$ cat src/verilog/wbuf_cfg_pkg.sv
// ######################################################################
// Size defaults and element widths of the weight buffer
// Only 16-bit elements are supported, and quantized values are 8 bits
// DATA_W must be a multiple of ELEM_W
// ######################################################################

package wbuf_cfg_pkg;

  // Number of PE rows
  parameter int unsigned ARRAY_HEIGHT = 4;
  // Pipeline registers inside each PE
  parameter int unsigned PIPE_REGS = 1;
  // Width of the row stream in bits
  parameter int unsigned DATA_W = 64;

  parameter int unsigned ELEM_W = 16;
  parameter int unsigned QUANT_W = 8; // Quantized weight or zero point

endpackage : wbuf_cfg_pkg

$ cat src/verilog/wbuf_ctrl_pkg.sv
// ######################################################################
// APB register map of the weight buffer
// All registers are 32 bits wide and word aligned
// Any address outside the map answers with pslverr
// ######################################################################

package wbuf_ctrl_pkg;

  parameter int unsigned APB_ADDR_W = 32;
  parameter int unsigned APB_DATA_W = 32;

  parameter logic [APB_ADDR_W-1:0] REG_CTRL = 32'h0;
  parameter logic [APB_ADDR_W-1:0] REG_DIM = 32'h4;
  parameter logic [APB_ADDR_W-1:0] REG_MASK = 32'h8;
  parameter logic [APB_ADDR_W-1:0] REG_STATUS = 32'hC; // Read only

  // REG_CTRL bits
  parameter int unsigned CTRL_DEQUANT = 0;
  parameter int unsigned CTRL_CLEAR = 1; // Self clearing, reads 0

  // REG_DIM fields
  parameter int unsigned DIM_WIDTH_LSB = 0;
  parameter int unsigned DIM_HEIGHT_LSB = 8;
  parameter int unsigned DIM_FIELD_W = 8;

endpackage : wbuf_ctrl_pkg

$ cat src/verilog/wbuf_ctrl_if.sv
// ######################################################################
// Control and status between register block and buffer
// clear is a single-cycle pulse
// ######################################################################

`timescale 1ns/1ps

interface wbuf_ctrl_if #(
  parameter int unsigned Height = wbuf_cfg_pkg::ARRAY_HEIGHT
);

  localparam int unsigned CntW = (Height > 1) ? $clog2(Height) : 1;

  logic                                   dequant;
  logic                                   clear;
  logic [wbuf_ctrl_pkg::DIM_FIELD_W-1:0]  width;   // Valid elements per row
  logic [wbuf_ctrl_pkg::DIM_FIELD_W-1:0]  height;  // Valid rows
  logic [Height-1:0]                      zero_set;
  logic [CntW-1:0]                        load_count;

  modport regs (output dequant, clear, width, height, zero_set, input load_count);
  modport buffer (input dequant, clear, width, height, zero_set, output load_count);

endinterface : wbuf_ctrl_if

$ cat src/verilog/wbuf_apb_regs.sv
// ######################################################################
// APB slave with the buffer configuration
// pready is tied high, so no wait states
// Height must not exceed the 32-bit data bus
// Writing the clear bit gives a one-cycle pulse after the access
// ######################################################################

`timescale 1ns/1ps

module wbuf_apb_regs #(
  parameter int unsigned  Height = wbuf_cfg_pkg::ARRAY_HEIGHT,
  localparam int unsigned CntW   = (Height > 1) ? $clog2(Height) : 1
) (
  input  logic                                  clk_i,
  input  logic                                  rst_ni,
  input  logic                                  psel_i,
  input  logic                                  penable_i,
  input  logic                                  pwrite_i,
  input  logic [wbuf_ctrl_pkg::APB_ADDR_W-1:0]  paddr_i,
  input  logic [wbuf_ctrl_pkg::APB_DATA_W-1:0]  pwdata_i,
  output logic [wbuf_ctrl_pkg::APB_DATA_W-1:0]  prdata_o,
  output logic                                  pready_o,
  output logic                                  pslverr_o,
  wbuf_ctrl_if.regs                             ctrl
);

  localparam int unsigned FieldW = wbuf_ctrl_pkg::DIM_FIELD_W;

  logic              access;
  logic              wr;
  logic              addr_err;
  logic              dequant_q;
  logic              clear_q;
  logic [FieldW-1:0] width_q;
  logic [FieldW-1:0] height_q;
  logic [Height-1:0] mask_q;

  assign access = psel_i & penable_i;
  assign wr     = access & pwrite_i;

  always_ff @(posedge clk_i or negedge rst_ni) begin : reg_write
    if (!rst_ni) begin
      dequant_q <= 1'b0;
      clear_q   <= 1'b0;
      width_q   <= '0;
      height_q  <= '0;
      mask_q    <= '0;
    end else begin
      clear_q <= wr && (paddr_i == wbuf_ctrl_pkg::REG_CTRL) &&
                 pwdata_i[wbuf_ctrl_pkg::CTRL_CLEAR];
      if (wr && paddr_i == wbuf_ctrl_pkg::REG_CTRL) begin
        dequant_q <= pwdata_i[wbuf_ctrl_pkg::CTRL_DEQUANT];
      end
      if (wr && paddr_i == wbuf_ctrl_pkg::REG_DIM) begin
        width_q  <= pwdata_i[wbuf_ctrl_pkg::DIM_WIDTH_LSB +: FieldW];
        height_q <= pwdata_i[wbuf_ctrl_pkg::DIM_HEIGHT_LSB +: FieldW];
      end
      if (wr && paddr_i == wbuf_ctrl_pkg::REG_MASK) begin
        mask_q <= pwdata_i[Height-1:0];
      end
    end
  end

  always_comb begin : reg_read
    prdata_o = '0;
    addr_err = 1'b0;
    case (paddr_i)
      wbuf_ctrl_pkg::REG_CTRL:   prdata_o[wbuf_ctrl_pkg::CTRL_DEQUANT] = dequant_q;
      wbuf_ctrl_pkg::REG_DIM: begin
        prdata_o[wbuf_ctrl_pkg::DIM_WIDTH_LSB +: FieldW]  = width_q;
        prdata_o[wbuf_ctrl_pkg::DIM_HEIGHT_LSB +: FieldW] = height_q;
      end
      wbuf_ctrl_pkg::REG_MASK:   prdata_o[Height-1:0] = mask_q;
      wbuf_ctrl_pkg::REG_STATUS: begin
        prdata_o[CntW-1:0] = ctrl.load_count;
        addr_err           = pwrite_i; // Status is read only
      end
      default:                   addr_err = 1'b1;
    endcase
  end

  assign pready_o  = 1'b1;
  assign pslverr_o = access & addr_err;

  assign ctrl.dequant  = dequant_q;
  assign ctrl.clear    = clear_q;
  assign ctrl.width    = width_q;
  assign ctrl.height   = height_q;
  assign ctrl.zero_set = mask_q;

endmodule : wbuf_apb_regs

$ cat src/verilog/wbuf_scm.sv
// ######################################################################
// Rows x slices x slots word storage, one registered read per row
// Storage is built from flip-flops and holds X until written
// Read indices must stay inside Cols and Elms
// ######################################################################

`timescale 1ns/1ps

module wbuf_scm #(
  parameter int unsigned  WordW = 16,
  parameter int unsigned  Rows  = 4,
  parameter int unsigned  Cols  = 2,
  parameter int unsigned  Elms  = 2,
  localparam int unsigned RowW  = (Rows > 1) ? $clog2(Rows) : 1,
  localparam int unsigned ColW  = (Cols > 1) ? $clog2(Cols) : 1,
  localparam int unsigned ElmW  = (Elms > 1) ? $clog2(Elms) : 1
) (
  input  logic                              clk_i,
  input  logic                              rst_ni,
  input  logic                              clear_i,
  input  logic                              write_en_i,
  input  logic [RowW-1:0]                   write_addr_i,
  input  logic [Cols*Elms-1:0][WordW-1:0]   wdata_i,
  input  logic                              read_en_i,
  input  logic [ElmW-1:0]                   elm_addr_i,
  input  logic [ColW-1:0]                   col_offs_i,
  input  logic [Rows-1:0][RowW-1:0]         row_addr_i,
  output logic [Rows-1:0][WordW-1:0]        rdata_o
);

  // Word c*Elms+e of a row sits at slice c, slot e
  logic [Cols-1:0][Elms-1:0][WordW-1:0] mem_q [Rows];
  logic [Rows-1:0][WordW-1:0]           rdata_q;

  always_ff @(posedge clk_i) begin : array_write
    if (write_en_i) begin
      mem_q[write_addr_i] <= wdata_i;
    end
  end

  for (genvar h = 0; h < Rows; h++) begin : gen_read
    always_ff @(posedge clk_i or negedge rst_ni) begin
      if (!rst_ni) begin
        rdata_q[h] <= '0;
      end else if (clear_i) begin
        rdata_q[h] <= '0;
      end else if (read_en_i) begin
        // Each output row has its own row address
        rdata_q[h] <= mem_q[row_addr_i[h]][col_offs_i][elm_addr_i];
      end
    end
  end

  assign rdata_o = rdata_q;

endmodule : wbuf_scm

$ cat src/verilog/wbuf_top.sv
// ######################################################################
// Weight buffer top level with APB configuration port
// Height >= 2 assumed, DataW a multiple of the 16-bit element
// ######################################################################

`timescale 1ns/1ps

module wbuf_top #(
  parameter int unsigned  Height = wbuf_cfg_pkg::ARRAY_HEIGHT,
  parameter int unsigned  NRegs  = wbuf_cfg_pkg::PIPE_REGS,
  parameter int unsigned  DataW  = wbuf_cfg_pkg::DATA_W,
  localparam int unsigned D      = DataW / wbuf_cfg_pkg::ELEM_W,
  localparam int unsigned RowW   = (Height > 1) ? $clog2(Height) : 1
) (
  input  logic                                          clk_i,
  input  logic                                          rst_ni,
  input  logic                                          psel_i,
  input  logic                                          penable_i,
  input  logic                                          pwrite_i,
  input  logic [wbuf_ctrl_pkg::APB_ADDR_W-1:0]          paddr_i,
  input  logic [wbuf_ctrl_pkg::APB_DATA_W-1:0]          pwdata_i,
  output logic [wbuf_ctrl_pkg::APB_DATA_W-1:0]          prdata_o,
  output logic                                          pready_o,
  output logic                                          pslverr_o,
  input  logic [DataW-1:0]                              w_data_i,
  input  logic [D*wbuf_cfg_pkg::QUANT_W-1:0]            qw_i,
  input  logic [D*wbuf_cfg_pkg::QUANT_W-1:0]            zeros_i,
  input  logic                                          load_i,
  input  logic                                          shift_i,
  input  logic [RowW-1:0]                               next_gidx_i,
  input  logic                                          new_gidx_i,
  output logic                                          w_ready_o,
  output logic [Height-1:0][wbuf_cfg_pkg::ELEM_W-1:0]   w_o,
  output logic [Height-1:0][wbuf_cfg_pkg::QUANT_W-1:0]  qw_o,
  output logic [Height-1:0][wbuf_cfg_pkg::QUANT_W-1:0]  zeros_o
);

  wbuf_ctrl_if #(.Height(Height)) ctrl_if ();

  wbuf_apb_regs #(.Height(Height)) u_regs (
    .clk_i     (clk_i),
    .rst_ni    (rst_ni),
    .psel_i    (psel_i),
    .penable_i (penable_i),
    .pwrite_i  (pwrite_i),
    .paddr_i   (paddr_i),
    .pwdata_i  (pwdata_i),
    .prdata_o  (prdata_o),
    .pready_o  (pready_o),
    .pslverr_o (pslverr_o),
    .ctrl      (ctrl_if)
  );

  wbuf_w_buffer #(.Height(Height), .NRegs(NRegs), .DataW(DataW)) u_buffer (
    .clk_i       (clk_i),
    .rst_ni      (rst_ni),
    .ctrl        (ctrl_if),
    .w_data_i    (w_data_i),
    .qw_i        (qw_i),
    .zeros_i     (zeros_i),
    .load_i      (load_i),
    .shift_i     (shift_i),
    .next_gidx_i (next_gidx_i),
    .new_gidx_i  (new_gidx_i),
    .w_ready_o   (w_ready_o),
    .w_o         (w_o),
    .qw_o        (qw_o),
    .zeros_o     (zeros_o)
  );

endmodule : wbuf_top

$ cat src/verilog/wbuf_w_buffer.sv
// ######################################################################
// Weight buffer with zero padding, group-index addressing and masking
// The load counter advances on every load_i cycle, accepted or not
// Quantized weights always go to and come from row load_count / h
// Width and height act on weights and scales only
// ######################################################################

`timescale 1ns/1ps

module wbuf_w_buffer #(
  parameter int unsigned  Height = wbuf_cfg_pkg::ARRAY_HEIGHT,
  parameter int unsigned  NRegs  = wbuf_cfg_pkg::PIPE_REGS,
  parameter int unsigned  DataW  = wbuf_cfg_pkg::DATA_W,
  localparam int unsigned D      = DataW / wbuf_cfg_pkg::ELEM_W,
  localparam int unsigned RowW   = (Height > 1) ? $clog2(Height) : 1
) (
  input  logic                                          clk_i,
  input  logic                                          rst_ni,
  wbuf_ctrl_if.buffer                                   ctrl,
  input  logic [DataW-1:0]                              w_data_i,
  input  logic [D*wbuf_cfg_pkg::QUANT_W-1:0]            qw_i,
  input  logic [D*wbuf_cfg_pkg::QUANT_W-1:0]            zeros_i,
  input  logic                                          load_i,
  input  logic                                          shift_i,
  input  logic [RowW-1:0]                               next_gidx_i,
  input  logic                                          new_gidx_i,
  output logic                                          w_ready_o,
  output logic [Height-1:0][wbuf_cfg_pkg::ELEM_W-1:0]   w_o,
  output logic [Height-1:0][wbuf_cfg_pkg::QUANT_W-1:0]  qw_o,
  output logic [Height-1:0][wbuf_cfg_pkg::QUANT_W-1:0]  zeros_o
);

  localparam int unsigned EW    = wbuf_cfg_pkg::ELEM_W;
  localparam int unsigned QW    = wbuf_cfg_pkg::QUANT_W;
  localparam int unsigned Slots = NRegs + 1;
  localparam int unsigned C     = (D + NRegs) / (NRegs + 1);
  localparam int unsigned N     = C * Slots;   // Stored words per row, D rounded up
  localparam int unsigned SlotW = (Slots > 1) ? $clog2(Slots) : 1;
  localparam int unsigned ColW  = (C > 1) ? $clog2(C) : 1;

  logic [N-1:0][EW-1:0]         w_pad;
  logic [N*QW-1:0]              qw_pad;
  logic [N*QW-1:0]              zeros_pad;
  logic                         row_in;
  logic                         write_en;
  logic [RowW-1:0]              write_addr;
  logic [RowW-1:0]              load_cnt_q;
  logic [SlotW-1:0]             slot_d, slot_q;
  logic [ColW-1:0]              col_d, col_q;
  logic [Height-1:0][RowW-1:0]  raddr_d, raddr_q;
  logic [Height-1:0][RowW-1:0]  qw_raddr;
  logic [Height-1:0][EW-1:0]    w_q;
  logic [Height-1:0][QW-1:0]    qw_q;
  logic [Height-1:0][QW-1:0]    zeros_q;

  assign row_in = load_cnt_q < ctrl.height;

  for (genvar d = 0; d < N; d++) begin : gen_pad
    if (d < D) begin : gen_elem
      assign w_pad[d] = (d < ctrl.width && row_in) ? w_data_i[d*EW +: EW] : '0;
    end else begin : gen_fill
      assign w_pad[d] = '0;
    end
  end

  assign qw_pad    = (N*QW)'(qw_i);
  assign zeros_pad = (N*QW)'(zeros_i);

  // A new group index stalls the scale write for one cycle
  assign write_en   = load_i & (~ctrl.dequant | ~new_gidx_i);
  assign write_addr = ctrl.dequant ? next_gidx_i : load_cnt_q;
  assign w_ready_o  = write_en;

  for (genvar h = 0; h < Height; h++) begin : gen_raddr
    assign qw_raddr[h] = RowW'(h);

    always_comb begin
      raddr_d[h] = raddr_q[h];
      if (load_i && ctrl.dequant && load_cnt_q == RowW'(h)) begin
        raddr_d[h] = next_gidx_i;
      end
    end

    always_ff @(posedge clk_i or negedge rst_ni) begin
      if (!rst_ni) begin
        raddr_q[h] <= RowW'(h);
      end else if (ctrl.clear) begin
        raddr_q[h] <= RowW'(h);
      end else begin
        raddr_q[h] <= raddr_d[h];
      end
    end
  end

  assign slot_d = (slot_q == SlotW'(NRegs)) ? '0 : slot_q + 1'b1;
  assign col_d  = (slot_q != SlotW'(NRegs)) ? col_q :
                  (col_q == ColW'(C - 1))   ? '0    : col_q + 1'b1;

  always_ff @(posedge clk_i or negedge rst_ni) begin : shift_counters
    if (!rst_ni) begin
      slot_q <= '0;
      col_q  <= '0;
    end else if (ctrl.clear) begin
      slot_q <= '0;
      col_q  <= '0;
    end else if (shift_i) begin
      slot_q <= slot_d;
      col_q  <= col_d;
    end
  end

  always_ff @(posedge clk_i or negedge rst_ni) begin : row_load_counter
    if (!rst_ni) begin
      load_cnt_q <= '0;
    end else if (ctrl.clear) begin
      load_cnt_q <= '0;
    end else if (load_i) begin
      load_cnt_q <= (load_cnt_q == RowW'(Height - 1)) ? '0 : load_cnt_q + 1'b1;
    end
  end

  assign ctrl.load_count = load_cnt_q;

  wbuf_scm #(.WordW(EW), .Rows(Height), .Cols(C), .Elms(Slots)) u_w_scm (
    .clk_i        (clk_i),
    .rst_ni       (rst_ni),
    .clear_i      (ctrl.clear),
    .write_en_i   (write_en),
    .write_addr_i (write_addr),
    .wdata_i      (w_pad),
    .read_en_i    (shift_i),
    .elm_addr_i   (slot_q),
    .col_offs_i   (col_q),
    .row_addr_i   (raddr_d),
    .rdata_o      (w_q)
  );

  wbuf_scm #(.WordW(QW), .Rows(Height), .Cols(C), .Elms(Slots)) u_zeros_scm (
    .clk_i        (clk_i),
    .rst_ni       (rst_ni),
    .clear_i      (ctrl.clear),
    .write_en_i   (write_en),
    .write_addr_i (write_addr),
    .wdata_i      (zeros_pad),
    .read_en_i    (shift_i),
    .elm_addr_i   (slot_q),
    .col_offs_i   (col_q),
    .row_addr_i   (raddr_d),
    .rdata_o      (zeros_q)
  );

  wbuf_scm #(.WordW(QW), .Rows(Height), .Cols(C), .Elms(Slots)) u_qw_scm (
    .clk_i        (clk_i),
    .rst_ni       (rst_ni),
    .clear_i      (ctrl.clear),
    .write_en_i   (load_i),
    .write_addr_i (load_cnt_q),
    .wdata_i      (qw_pad),
    .read_en_i    (shift_i),
    .elm_addr_i   (slot_q),
    .col_offs_i   (col_q),
    .row_addr_i   (qw_raddr),
    .rdata_o      (qw_q)
  );

  always_comb begin : output_mask
    w_o     = w_q;
    qw_o    = qw_q;
    zeros_o = zeros_q;
    for (int unsigned i = 0; i < Height; i++) begin
      if (ctrl.zero_set[i]) begin
        w_o[i]     = '0;
        qw_o[i]    = '0;
        zeros_o[i] = '0;
      end
    end
  end

endmodule : wbuf_w_buffer

$ cat config.mk
export PLATFORM = sky130hd
export DESIGN_NAME = wbuf_top
export DESIGN_NICKNAME = d
export VERILOG_FILES = /design/src/verilog/wbuf_cfg_pkg.sv /design/src/verilog/wbuf_ctrl_pkg.sv /design/src/verilog/wbuf_ctrl_if.sv /design/src/verilog/wbuf_apb_regs.sv /design/src/verilog/wbuf_scm.sv /design/src/verilog/wbuf_top.sv /design/src/verilog/wbuf_w_buffer.sv
export SDC_FILE = /design/constraint.sdc
export NUM_CORES = 1
export LEC_CHECK = 0
export ABC_AREA = 0
export BUFFER_PORTS_ARGS = -buffer_cell sky130_fd_sc_hd__buf_4
export CAP_MARGIN = 20
export CORE_MARGIN = 4
export CORE_UTILIZATION = 25
export DETAILED_ROUTE_END_ITERATION = 10
export HOLD_SLACK_MARGIN = 0.1
export PLACE_DENSITY = 0.43
export SLEW_MARGIN = 0
export SYNTH_ARGS = -nofsm -noshare
export SYNTH_HDL_FRONTEND = slang
export SYNTH_SLANG_ARGS = --single-unit
$ cat constraint.sdc
create_clock -name clk_i -period 8.4 [get_ports clk_i]
set_clock_uncertainty 0.05 [all_clocks]
set_input_delay 1.68 -clock clk_i [delete_from_list [all_inputs] [get_ports clk_i]]
set_output_delay 1.68 -clock clk_i [all_outputs]
set_load 0.02 [all_outputs]
==> flow_summary_export.csv <==
group,metric,value,unit
placed_design,postPlaceCellArea,40460,sq um
global_route,first_pass_grt_wire_length,229900,microns
global_route,grt_overflow_total,0,
synthesis,synth.yosys.seq_area_share,53.82,%
timing,fin_setup_tns,0,ns
global_route,number_of_antenna_violations_at_the_first_check_in_global_routing,8,
detailed_routing,route.antenna.remaining_nets,0,
pwr,clock_power_share,28.1,%
detailed_routing,wl_per_cell,26.97,microns
worst_setup_path,criticalPathCategory,"primary input to output port",
synthesis,synth_largest_area_cell,"sky130_fd_sc_hd__edfxtp_1",
detailed_routing,route.detailed.drc,0,
clock_network,clock_network_latency_to_the_later_pin_of_the_worst_skew_pair,0.71,ns
floorplanning,initial_util,25.17,%
worst_setup_path,arrival,3.66,ns
detailed_routing,met1Wirelength,71120,microns
floorplanning,die_area,150600,sq um
clock_network,clock_path_buffers,3,
pwr,total_leakage_power,0.01607,uW
finish,post_route_cell_area,43300,sq um
clock_network,cts.reportedPaths.clkPinSlew,0.06,ns
worst_hold_path,worst_hold_path_type,"register to register",
placed_design,hpwl,94350,microns
worst_setup_path,crit_path_frequent_cell,"sky130_fd_sc_hd__buf_4",
detailed_routing,top_layer,"met5",
detailed_routing,via_per_inst,5.305,
global_route,number_of_global_route_vias_before_repair,30990,
clock_network,post-cts-setup-buffer-count,0,
pwr,p_sw,5177,uW
global_route,total_global_route_track_usage,20.65,%
synthesis,syn_area,36110,sq um
synthesis,synth_top_family_by_area,"simple AND/OR/NAND/NOR gates",
synthesis,simple_gate_area_share_of_the_yosys_netlist,27.43,%
pwr,powerDensity,308.9,nW/um^2
synthesis,synth.ff_latch_count,674,
placed_design,finalWeightedCongestion,0.7941,
finish,layout-area-overhead-vs-synth,19.91,%
timing,min_period,5.393,ns
clock_network,cts_hold_bufs,0,
pwr,power_switching_share,38.70,%
synthesis,synth_xor_xnor_area_share,0.07277,%
worst_setup_path,critical_path_peak_fanout,12,
worst_setup_path,timing.critical_path.max_delay_family,"simple AND/OR/NAND/NOR gates",
timing,timing.final.crit_share,64.20,%
worst_setup_path,worstSetupEndpointType,"output port",
finish,finalNetCount,4220,
pwr,max-vdd-ir-drop,0.1422,mV
clock_network,post_cts_resize_count,0,
clock_network,cts_tree,"yes",
clock_network,h-tree-depth,3,
detailed_routing,vias,31790,
floorplanning,io-pin-count,365,
detailed_routing,wl_met3,12150,microns
clock_network,cts_num_sinks,674,
floorplanning,fp.dieH,388.1,microns
worst_setup_path,critPathRequiredTime,6.67,ns
detailed_routing,routed_wirelength,161600,microns
pwr,p_total,13380,uW
worst_setup_path,worst-path-buf-inv,2,
timing,rsz0062_at_grt,"no",
synthesis,synth.distinct_cells,45,
timing,max_slew_margin,20.34,%
run,max_cap_violations,0,
worst_setup_path,worstPathCellList,"buf_4 -> or4_4 -> nor3_4 -> nand4_4 -> nor2b_1 -> and2_1 -> buf_4",
run_status,result_of_the_run,"finished, final reports clean",
timing,max_clock_freq,185.4,MHz
worst_setup_path,cpMaxStageDelayCell,"sky130_fd_sc_hd__nor2b_1",
synthesis,yosysWarnings,0,
synthesis,post_synth_mux_area_share,6.455,%
synthesis,synth_fa_ha_area_share,0.1733,%
detailed_routing,routed-wl-met2,73740,microns
synthesis,synth_area_leaders,"sky130_fd_sc_hd__edfxtp_1 43%, sky130_fd_sc_hd__nand2_1 15%, sky130_fd_sc_hd__dfrtp_1 11%",
finish,finalCoreUtilization,30.18,%
synthesis,synth_cells,3849,
clock_network,cts_root_buffer,"sky130_fd_sc_hd__clkbuf_16",
synthesis,ys_top_cells_by_count,"1410 x sky130_fd_sc_hd__nand2_1, 512 x sky130_fd_sc_hd__edfxtp_1, 426 x sky130_fd_sc_hd__nand3_1, 242 x sky130_fd_sc_hd__clkbuf_1, 192 x sky130_fd_sc_hd__a32oi_1",
global_route,grt_max_degree,170,
synthesis,yosysMostFrequentCell,"sky130_fd_sc_hd__nand2_1",
timing,drv_slew,0,
pwr,sequentialPowerShare,39.0,%
detailed_routing,drtIter0Drc,3648,
pwr,share_comb_of_total_power,32.9,%
synthesis,synth_edf_count,512,
clock_network,cts_buffers,82,
synthesis,synth-main-ff-cell,"sky130_fd_sc_hd__edfxtp_1",
floorplanning,floorplan.core_area,143500,sq um
floorplanning,rows,139,
floorplanning,floorplan.die.width,388.1,microns
synthesis,complex_gate_fraction_of_the_synthesized_area,8.184,%
timing,report.final.setup_viol,0,
worst_setup_path,timing.critical_path.from_type,"primary input",
timing,final-hold-violation-count,0,
placed_design,buffer_ports.inserted,331,
timing,worst_slew_pin_slew,1.192,ns
synthesis,post_synth.cell_area_avg,9.382,sq um
detailed_routing,first_pass_iters,8,
worst_setup_path,cp_slowest_stage_delay,0.55,ns
synthesis,asyncSetResetFlopFracSynth,24.04,%
synthesis,synth_top_area_share,42.58,%
finish,post_route_cells_drive_above_1_share,15.05,%
pwr,cellInternalPower,8199,uW
[final cells by class]
type                            count  area (sq um)
Fill cell                       14810        100200
Sequential cell                   674         19440
Multi-Input combinational cell   2856         15590
Timing Repair Buffer              394          3037
Tap cell                         1903          2381
Clock buffer                      112          2195
Clock inverter                     40         614.3
Antenna cell                        9         22.52
Inverter                            5         18.77
[sequential cells by signal, indices dropped and copies added (netlist names), 32 cells and up]
name and flops:
u_buffer.u_qw_scm.mem_q 128, u_buffer.u_qw_scm.rdata_o 32, u_buffer.u_zeros_scm.mem_q 128, u_buffer.u_zeros_scm.rdata_o 32, u_buffer.u_w_scm.rdata_o 64, u_buffer.u_w_scm.mem_q 256
[per-layer routing]
layer	global-route usage (%)	up-vias
met4	7.072	2
li1	-	14040
met1	28.82	15880
met2	32.81	1620
met5	0	-
met3	2.964	256
[cell usage in the layout, fill, tap and decap left out, types with 65 or more instances in the layout]
cell	count
sky130_fd_sc_hd__clkbuf_16	82
sky130_fd_sc_hd__mux2i_1	135
sky130_fd_sc_hd__a32oi_1	192
sky130_fd_sc_hd__dfrtp_1	152
sky130_fd_sc_hd__nand3_1	426
sky130_fd_sc_hd__nand2_1	1410
sky130_fd_sc_hd__nand4_1	96
sky130_fd_sc_hd__edfxtp_1	512
sky130_fd_sc_hd__a31oi_1	156
sky130_fd_sc_hd__and2_1	65
sky130_fd_sc_hd__nor2b_1	139
sky130_fd_sc_hd__buf_4	386
[per-stage QoR]
stage / hold slack (ns) / setup WS (ns) / instances
floorplan: 0.3994 / 1.122 / 3864
global placement: 0.4292 / 3.027 / 5831
detailed placement: 0.4217 / 2.995 / 5831
CTS: 0.4370 / 2.989 / 5983
global route: 0.4549 / 2.822 / 5984
finish: 0.4350 / 3.007 / 5993
[kinds of logic after synthesis]
| group | after synthesis |
|---|---|
| simple gates | 2241 |
| flops | 674 |
| compound gates | 403 |
| buf+inv | 334 |
| mux | 187 |
| fa+ha+maj | 5 |
| xor+xnor | 3 |
| other cells | 2 |
[worst reg2reg max path: cells and delay by family, from the launching register on]
| kind | cells | cell delay [ns] |
|---|---|---|
| flops | 1 | 0.57 |
| mux | 1 | 0.63 |
| compound gates | 3 | 0.52 |
| buf+inv | 2 | 0.82 |
| fa+ha+maj | 1 | 0.25 |
| simple gates | 2 | 1.21 |
[power groups by stage]
stage	sequential (uW)	clock (uW)	combinational, uW
finish	5220	3760	4390
global route	5300	3980	4690
CTS	5190	3840	4420
detailed placement	5250	0	4410
global placement	5260	0	4390
floorplan	4980	0	2440
[final timing paths]
path	startpoint	endpoint	slack, ns	cells past startpoint
hold reg to reg	u_buffer.u_zeros_scm.rdata_o[1]	u_buffer.u_zeros_scm.rdata_o[1]	0.43	2
hold / removal	u_buffer.u_zeros_scm.rdata_o[1]	u_buffer.u_zeros_scm.rdata_o[1]	0.43	2
setup / recovery	paddr_i[4]	prdata_o[15]	3.01	7
max in group asynchronous	rst_ni	u_buffer.u_w_scm.rdata_o[59]	5.93	2
setup reg to reg	u_buffer.ctrl.load_count[0]	u_buffer.u_zeros_scm.rdata_o[20]	4.19	9
min in group asynchronous	rst_ni	u_regs.ctrl.height[4]	0.94	1
Power figures use the tool's default switching activity.
